==> src/hdl/rvCorePkg.sv <==
/* datapath vector types, RV32I major opcodes and ALU operations */
package rvCorePkg;

  typedef logic [31:0] data_t;
  typedef logic [31:0] addr_t; // byte address
  typedef logic [4:0]  regIdx_t;
  typedef logic [3:0]  byteEn_t; // one bit per byte lane

  typedef enum logic [6:0] {
    RType       = 7'b0110011,
    IType_logic = 7'b0010011,
    IType_load  = 7'b0000011,
    SType       = 7'b0100011,
    BType       = 7'b1100011,
    JType       = 7'b1101111,
    IType_jalr  = 7'b1100111,
    UType_lui   = 7'b0110111,
    UType_auipc = 7'b0010111,
    FENCE       = 7'b0001111
  } opcode_t;

  typedef enum logic [3:0] {
    AluAdd, AluSub, AluAnd, AluOr, AluXor, AluSll,
    AluSrl, AluSra, AluSlt, AluSltu, AluSge, AluSgeu
  } aluOp_t;

endpackage

==> src/hdl/rvCtrlPkg.sv <==
/* control selects, FSM state encoding and the control struct sent to the datapath */
package rvCtrlPkg;

  typedef enum logic {AdrSrcPc, AdrSrcResult} adrSrc_t;
  typedef enum logic [1:0] {AluSrcAZero, AluSrcAOldPc, AluSrcARd1} aluSrcA_t;
  typedef enum logic [1:0] {AluSrcBRd2, AluSrcBImm, AluSrcBFour} aluSrcB_t;
  typedef enum logic {ResultAluOut, ResultData} resultSrc_t;
  typedef enum logic [1:0] {PcIncrement, PcJump, PcAluResult} pcSrc_t;

  // binary codes follow the original 5-bit state numbering
  typedef enum logic [4:0] {
    StFetch      = 5'd0,
    StDecode     = 5'd1,
    StExecuteR   = 5'd2,
    StUncondJump = 5'd3,
    StExecuteI   = 5'd4,
    StMemAdr     = 5'd5,
    StAluWb      = 5'd6,
    StMemWrite   = 5'd7,
    StMemRead    = 5'd8,
    StMemWb      = 5'd9,
    StBranchIfEq = 5'd10,
    StLui        = 5'd11,
    StAuipc      = 5'd12,
    StJalrCalc   = 5'd13,
    StJalrStep2  = 5'd14,
    StBranchComp = 5'd15
  } fsmState_t;

  typedef struct packed {
    adrSrc_t            adrSrc;
    aluSrcA_t           aluSrcA;
    aluSrcB_t           aluSrcB;
    resultSrc_t         resultSrc;
    pcSrc_t             pcSrc;
    logic               irWrite;
    logic               regWrite;
    logic               pcUpdate;
    logic               branch;
    rvCorePkg::byteEn_t memWrite; // zero when no store
  } ctrl_t;

endpackage

==> src/hdl/controlFsm.sv <==
/* Moore control FSM for the multicycle RV32I core */
module controlFsm (
  input  logic                 clk,
  input  logic                 reset,
  input  rvCorePkg::opcode_t   opcode,
  input  logic [2:0]           funct3,
  input  logic                 zeroFlag,
  input  rvCorePkg::data_t     aluResult,
  input  rvCorePkg::byteEn_t   byteEn,
  output rvCtrlPkg::ctrl_t     ctrl,
  output rvCtrlPkg::fsmState_t state
);

  rvCtrlPkg::fsmState_t curState, nextState;

  assign state = curState;

  always_ff @(posedge clk) begin
    if (reset) curState <= rvCtrlPkg::StFetch;
    else curState <= nextState;
  end

  // next state
  always_comb begin
    nextState = rvCtrlPkg::StFetch;
    case (curState)
      rvCtrlPkg::StFetch: nextState = rvCtrlPkg::StDecode;
      rvCtrlPkg::StDecode: begin
        case (opcode)
          rvCorePkg::JType:       nextState = rvCtrlPkg::StUncondJump;
          rvCorePkg::RType:       nextState = rvCtrlPkg::StExecuteR;
          rvCorePkg::IType_logic: nextState = rvCtrlPkg::StExecuteI;
          rvCorePkg::IType_load:  nextState = rvCtrlPkg::StMemAdr;
          rvCorePkg::SType:       nextState = rvCtrlPkg::StMemAdr;
          rvCorePkg::BType: begin
            // beq and bne use the zero flag, the rest a compare result
            if (funct3[2:1] == 2'b00) nextState = rvCtrlPkg::StBranchIfEq;
            else nextState = rvCtrlPkg::StBranchComp;
          end
          rvCorePkg::UType_auipc: nextState = rvCtrlPkg::StAuipc;
          rvCorePkg::UType_lui:   nextState = rvCtrlPkg::StLui;
          rvCorePkg::IType_jalr:  nextState = rvCtrlPkg::StJalrCalc;
          rvCorePkg::FENCE:       nextState = rvCtrlPkg::StFetch; // no-op
          default:                nextState = rvCtrlPkg::StDecode; // unknown opcode parks here
        endcase
      end
      rvCtrlPkg::StMemAdr: begin
        if (opcode == rvCorePkg::IType_load) nextState = rvCtrlPkg::StMemRead;
        else if (opcode == rvCorePkg::SType) nextState = rvCtrlPkg::StMemWrite;
        else nextState = rvCtrlPkg::StMemAdr;
      end
      rvCtrlPkg::StExecuteR,
      rvCtrlPkg::StExecuteI,
      rvCtrlPkg::StLui,
      rvCtrlPkg::StAuipc,
      rvCtrlPkg::StUncondJump: nextState = rvCtrlPkg::StAluWb;
      rvCtrlPkg::StMemRead:    nextState = rvCtrlPkg::StMemWb;
      rvCtrlPkg::StJalrCalc:   nextState = rvCtrlPkg::StJalrStep2;
      rvCtrlPkg::StJalrStep2:  nextState = rvCtrlPkg::StAluWb;
      default:                 nextState = rvCtrlPkg::StFetch;
    endcase
  end

  // outputs depend on the state only, plus the branch decision
  always_comb begin
    ctrl.adrSrc    = rvCtrlPkg::AdrSrcPc;
    ctrl.aluSrcA   = rvCtrlPkg::AluSrcARd1;
    ctrl.aluSrcB   = rvCtrlPkg::AluSrcBRd2;
    ctrl.resultSrc = rvCtrlPkg::ResultAluOut;
    ctrl.pcSrc     = rvCtrlPkg::PcIncrement;
    ctrl.irWrite   = 1'b0;
    ctrl.regWrite  = 1'b0;
    ctrl.pcUpdate  = 1'b0;
    ctrl.branch    = 1'b0;
    ctrl.memWrite  = '0;
    case (curState)
      rvCtrlPkg::StFetch: begin
        ctrl.irWrite  = 1'b1;
        ctrl.pcUpdate = 1'b1; // pc + 4
      end
      rvCtrlPkg::StDecode, rvCtrlPkg::StAuipc: begin
        ctrl.aluSrcA = rvCtrlPkg::AluSrcAOldPc; // branch or jal target in decode
        ctrl.aluSrcB = rvCtrlPkg::AluSrcBImm;
      end
      rvCtrlPkg::StLui: begin
        ctrl.aluSrcA = rvCtrlPkg::AluSrcAZero;
        ctrl.aluSrcB = rvCtrlPkg::AluSrcBImm;
      end
      rvCtrlPkg::StExecuteI, rvCtrlPkg::StMemAdr: ctrl.aluSrcB = rvCtrlPkg::AluSrcBImm;
      rvCtrlPkg::StUncondJump: begin
        ctrl.aluSrcA  = rvCtrlPkg::AluSrcAOldPc; // link value
        ctrl.aluSrcB  = rvCtrlPkg::AluSrcBFour;
        ctrl.pcSrc    = rvCtrlPkg::PcJump;
        ctrl.pcUpdate = 1'b1;
      end
      rvCtrlPkg::StJalrCalc: begin
        // rs1 + imm goes straight into the pc
        ctrl.aluSrcB  = rvCtrlPkg::AluSrcBImm;
        ctrl.pcSrc    = rvCtrlPkg::PcAluResult;
        ctrl.pcUpdate = 1'b1;
      end
      rvCtrlPkg::StJalrStep2: begin
        ctrl.aluSrcA = rvCtrlPkg::AluSrcAOldPc;
        ctrl.aluSrcB = rvCtrlPkg::AluSrcBFour;
      end
      rvCtrlPkg::StBranchIfEq: begin
        ctrl.branch   = 1'b1;
        ctrl.pcSrc    = rvCtrlPkg::PcJump;
        ctrl.pcUpdate = funct3[0] ? !zeroFlag : zeroFlag; // bne : beq
      end
      rvCtrlPkg::StBranchComp: begin
        ctrl.branch   = 1'b1;
        ctrl.pcSrc    = rvCtrlPkg::PcJump;
        ctrl.pcUpdate = (aluResult == 32'd1);
      end
      rvCtrlPkg::StAluWb: ctrl.regWrite = 1'b1;
      rvCtrlPkg::StMemRead: ctrl.adrSrc = rvCtrlPkg::AdrSrcResult;
      rvCtrlPkg::StMemWrite: begin
        ctrl.adrSrc   = rvCtrlPkg::AdrSrcResult;
        ctrl.memWrite = byteEn;
      end
      rvCtrlPkg::StMemWb: begin
        ctrl.resultSrc = rvCtrlPkg::ResultData;
        ctrl.regWrite  = 1'b1;
      end
      default: ;
    endcase
  end

  // a single cycle never both writes back and stores
  assert property (@(posedge clk) disable iff (reset)
    !(ctrl.regWrite && (|ctrl.memWrite)));

  assert property (@(posedge clk) disable iff (reset) !$isunknown(curState));

endmodule

==> config.mk <==
export PLATFORM = sky130hd
export DESIGN_NAME = controlFsm
export DESIGN_NICKNAME = d
export VERILOG_FILES = /design/src/hdl/rvCorePkg.sv /design/src/hdl/rvCtrlPkg.sv /design/src/hdl/controlFsm.sv
export SDC_FILE = /design/constraint.sdc
export NUM_CORES = 1
export LEC_CHECK = 0
export ABC_AREA = 1
export CAP_MARGIN = 20
export CELL_PAD_IN_SITES_DETAIL_PLACEMENT = 0
export CELL_PAD_IN_SITES_GLOBAL_PLACEMENT = 1
export CORE_MARGIN = 1.5
export CORE_UTILIZATION = 35
export CTS_CLUSTER_SIZE = 16
export DETAILED_ROUTE_END_ITERATION = 10
export DONT_BUFFER_PORTS = 1
export PLACE_DENSITY = 0.85
export SETUP_SLACK_MARGIN = 0.5
export SYNTH_ARGS = -nofsm -noshare
export SYNTH_HDL_FRONTEND = slang
export SYNTH_SLANG_ARGS = --single-unit
==> constraint.sdc <==
create_clock -name clk -period 2.2 [get_ports clk]
set_input_delay 0.22 -clock clk [delete_from_list [all_inputs] [get_ports clk]]
set_output_delay 0.22 -clock clk [all_outputs]
set_load 0.01 [all_outputs]
== After elaboration in Yosys (flattened, before gate mapping) ==
Index checks and enable logic that the tools add are counted.
W data, S select, Z words.

* Register bits: 5
* Input bits: 49

* Eq/ne operators: 26
* Reduce and logical (&&, ||, !) cells: 13
* Multiplexer cells: 16

{| class="wikitable"
|+ Operators with widths
! cell !! number
|-
| $eq A5 B4 Y1 const B || 8
|-
| $pmux W4 S9 || 1
|-
| $eq A32 B1 Y1 const B || 1
|-
| $pmux W4 S6 || 1
|-
| $eq A7 B6 Y1 const B || 3
|-
| $eq A7 B7 Y1 const B || 3
|-
| $eq A5 B3 Y1 const B || 4
|-
| $eq A7 B5 Y1 const B || 2
|-
| $pmux W2 S2 || 3
|-
| $reduce_or A6 Y1 || 2
|-
| $eq A5 B2 Y1 const B || 2
|-
| $reduce_or A2 Y1 || 5
|-
| $mux W4 || 2
|-
| $eq A7 B2 Y1 const B || 1
|-
| $eq A7 B4 Y1 const B || 1
|-
| $mux W1 || 6
|-
| $reduce_or A3 Y1 || 2
|-
| $eq A5 B1 Y1 const B || 1
|-
| $logic_not A5 Y1 || 1
|-
| $reduce_or A4 Y1 || 1
|-
| $mux W3 || 1
|-
| $pmux W1 S3 || 1
|-
| $logic_not A2 Y1 || 1
|-
| $mux W2 || 1
|-
| $logic_not A1 Y1 || 1
|}

== Logic depth before layout (Yosys ltp) ==
* Depth after elaboration: 4
* Gate-level depth with buffers: 9
* Mapped depth without buffers: 9

== Worst setup path after synthesis ==
Ideal clock, no wire load.

* Path type: register to output
* From: reg curState[1], in the netlist state[1]
* To: out ctrl[14] (netlist name)
* Path buffers: 0
* Required time: 1,980 ps
* Stages on the path, launching flop included: 7
* Slack: 803 ps
* Data arrival time: 1,177 ps
* Cell sequence: dfxtp_1 inv_1 nand2_2 nor2_4 a21oi_2 nand3_1 a21oi_1

{| class="wikitable"
|+ RTL lines
! what !! line !! source
|-
| from (decl) || controlFsm.sv:14 || <nowiki>rvCtrlPkg::fsmState_t curState, nextState;</nowiki>
|-
| from (signal assigned) || controlFsm.sv:19 || <nowiki>if (reset) curState <= rvCtrlPkg::StFetch;</nowiki>
|-
| from (signal assigned) || controlFsm.sv:20 || <nowiki>else curState <= nextState;</nowiki>
|-
| to (decl) || controlFsm.sv:10 || <nowiki>output rvCtrlPkg::ctrl_t ctrl,</nowiki>
|}

==> summary by stage <==
Routing
The post-detailed-route DRC marker count is 0. The final routed wirelength across all metal layers is approximately 1.9 mm. After detailed routing, the average wire length per cell comes to 11.15 microns.

The via count is just under 900. After detailed routing, the number of vias per cell comes to 5.311. In this run the remaining antenna-violating nets after routing total 0. The first-pass iteration count of the detailed router is 4.

The violation count after the first detailed-route iteration is 9.

Yosys
The share of the Yosys chip area taken by registers is 11.17%. The Yosys step of the flow raised 0 warnings. Counting distinct cell types in the post-synthesis netlist gives 25. The number of synthesized flops with an enable pin is 0. The main flop type after synthesis is sky130_fd_sc_hd__dfxtp_1. The number of flip-flops and latches in the synthesized netlist is 4. The synthesized instance count is 138. Summed over all instances, the cell type with the most area after synthesis is sky130_fd_sc_hd__nand2_1. The share of flip-flops with an asynchronous set or reset is 0%. The total standard cell area after synthesis is 716.9 sq um. By area the synthesized netlist is led by sky130_fd_sc_hd__nand2_1, sky130_fd_sc_hd__dfxtp_1, sky130_fd_sc_hd__inv_1. When the netlist entered floorplanning its net count stood at 187.

The synthesized design devotes to its leading area cell type 18.85% of total area. A synthesized cell averages 5.195 sq um.

Pwr
The worst ir drop on vdd is 0.0002863 V. The post-layout total power is slightly above 0.4 mW. The reported leakage power is 0.3910 nW.

The power density over cell area is 504.8 nW/um^2.

Final layout
From synthesis to final layout, the design area changed by 12.22%. The number of fillers in the final layout is 230. The top cell types in the final layout, fill and taps aside, are sky130_fd_sc_hd__nand2_1, sky130_fd_sc_hd__inv_1, sky130_fd_sc_hd__nor2_1. The final standard cell utilization of the core is roughly two fifths.

For this run, the post-layout net count is 191. The number of standard cells in the layout, taps in and fillers out is 167. After routing the design area is between 800 and 900 sq um. The register with the most flip-flops in the layout has 4 of them. The library cell used most frequently in the layout, excluding fill and tap cells, is sky130_fd_sc_hd__nand2_1. The ratio of cells with drive above 1 in the final layout is between 10% and 20%. The repair_antennas step left the layout with diodes totalling 0.

Timing
The worst path uses around three quarters of the clock period. The worst path in the final design needs a cycle of 1.608 ns, including I/O delays and setup. Setup violations remaining at the end of the flow were counted as 0. Clock skew on the completed layout was measured at 0.004277 ns. Setup repair after global routing left no endpoint under its margin.

The hold violation count in the final report came to 0. The final count of pins violating max slew is 0. The maximum clock frequency is 622.1 MHz.

Summed over all failing endpoints, the final setup total negative slack is 0 ns.

Worst hold path
The tightest min-delay check is of the input port to flop type. The start point of the worst hold path is reset. Along the worst hold path, the cell count comes to 1.

The path with the worst hold slack has its endpoint at state[2].

Placement
The detailed placement HPWL is 1.596 mm. During placement, the flow inserted port buffers numbering 0. The number of cells in the design after placement is approximately 160. Routability-driven placement finished with a final weighted congestion of 0.8356.

The total placed instance area is 743.2 sq um.

Outcome
The run finished with clean final reports.

GRT
The initial antenna violation count is 0. The maximum number of pins on one net before global-route repair is 7. The all-layer global routing usage is 14.37%. The first global-routing pass estimated around 2.5 mm of wire. The final global-route overflow total is 0.

The via count of the first global-routing pass came to 707.

Clock tree
TritonCTS built the clock tree. The clock buffer count from CTS is 3. The CTS clock-pin slew for the worst setup and hold paths is ~0.040 ns. The clock tree root driver cell is sky130_fd_sc_hd__clkbuf_4. The clock net sink count is 4. The later pin in the worst-skew pair is clocked with a latency of approximately 0.23 ns. The number of buffers between clock root and the deepest sink is 2. The number of setup buffers added after CTS is 0.

The CTS H-tree depth is 1.

Setup path
Along the worst path, the maximum fanout reaches 5. Data on the critical path is required at its endpoint by 1.98 ns. At the worst endpoint, the arrival time is 1.39 ns. The critical path in this run is classified as flop to output port.

STA classifies the critical path startpoint as a flop. The endpoint identified for the worst register-to-register timing path is state[1]. The register-to-register path setup slack is around 0.9 ns. The endpoint type of the worst setup path is an output port. The startpoint identified for the worst register-to-register timing path is state[0]. Counting cells, the worst reg-to-reg path comes to 7.

Flow run
Max-cap violations in this run came to 0.

Floorplan
The floorplan step defined a die boundary enclosing between 2000 and 2500 sq um. The starting density of the core is a little under two fifths. 70 I/O pins were placed. Measured along the x axis, the die boundary spans 48.26 microns. The number of rows created at floorplan is 16. The die is ~48 microns tall. In this run the standard cell core region covers 1942 sq um.
-- per-layer routing --
layer	part of all wire, %	vias up	routed length [microns]	global-route usage, %
met1	42	386	784	18.28
li1	-	455	-	-
met3	8.6	2	160	1.111
met4	0.86	0	16	1.622
met2	48	44	900	26.84
met5	0	-	0	0
-- worst max path at each step --
stage	from	endpoint	cells after the start
detailed placement	state[1]	ctrl[14]	6
finish	state[2]	ctrl[14]	6
CTS	state[0]	ctrl[5]	4
floorplan	state[1]	ctrl[14]	6
global placement	state[1]	ctrl[14]	6
global route	state[2]	ctrl[5]	5
-- final cells by class --
cell class	count	area, sq um	share of cell area, %
Clock buffer	3	22.52	2.799
Sequential cell	4	85.08	10.58
Multi-Input combinational cell	110	576.8	71.70
Tap cell	27	33.78	4.199
Inverter	23	86.33	10.73
-- through the flow --
step	hold slack [ns]	worst slack, ns
finish	0.04348	0.5924
global route	0.03836	0.5114
CTS	0.04183	0.5062
detailed placement	0.2915	0.6453
global placement	0.2950	0.6884
floorplan	0.2891	0.8031
-- cells in the mapped netlist, types with 2 or more instances --
cell / number
sky130_fd_sc_hd__nor2_2: 2
sky130_fd_sc_hd__o21ai_0: 5
sky130_fd_sc_hd__nand2_2: 3
sky130_fd_sc_hd__nand3_1: 8
sky130_fd_sc_hd__inv_1: 21
sky130_fd_sc_hd__nor3_1: 2
sky130_fd_sc_hd__nor2_1: 20
sky130_fd_sc_hd__nor4_1: 9
sky130_fd_sc_hd__a21oi_1: 8
sky130_fd_sc_hd__inv_2: 2
sky130_fd_sc_hd__nand2_1: 36
sky130_fd_sc_hd__dfxtp_1: 4
sky130_fd_sc_hd__nor2_4: 3
sky130_fd_sc_hd__o21ai_1: 2
sky130_fd_sc_hd__nand4_1: 2
sky130_fd_sc_hd__a21oi_2: 2
-- report_power, final --
| part | leakage [nW] | internal [mW] | switching (mW) |
|---|---|---|---|
| logic | 0.343 | 0.0673 | 0.137 |
| registers | 0.0343 | 0.0861 | 0.0262 |
| clock network | 0.0138 | 0.0609 | 0.0284 |
| total | 0.391 | 0.214 | 0.192 |
-- kinds of logic after synthesis --
logic type | Yosys count | synth area share (%)
XOR/XNOR | 1 | 1.222
flip-flops | 4 | 11.17
buffers and inverters | 24 | 13.09
other | 1 | 0.5231
AO/OA/AOI/OAI | 20 | 16.23
AND/OR/NAND/NOR | 88 | 57.77
-- repair_timing --
item,in CTS,in global routing
hold buffers,0,0
hold endpoints to repair,0,0
resized for setup,3,8
endpoints found under the setup margin,2,3
cloned,0,0
-- worst max-delay path, cell delays in order (launching register included) --
cell and delay, ns:
sky130_fd_sc_hd__dfxtp_2 0.41, sky130_fd_sc_hd__inv_2 0.08, sky130_fd_sc_hd__nand2_2 0.13, sky130_fd_sc_hd__nor2_4 0.06, sky130_fd_sc_hd__a21oi_2 0.14, sky130_fd_sc_hd__nand3_2 0.15
sky130_fd_sc_hd__a21oi_4 0.17
No activity file was read; power rests on OpenSTA's default activity.
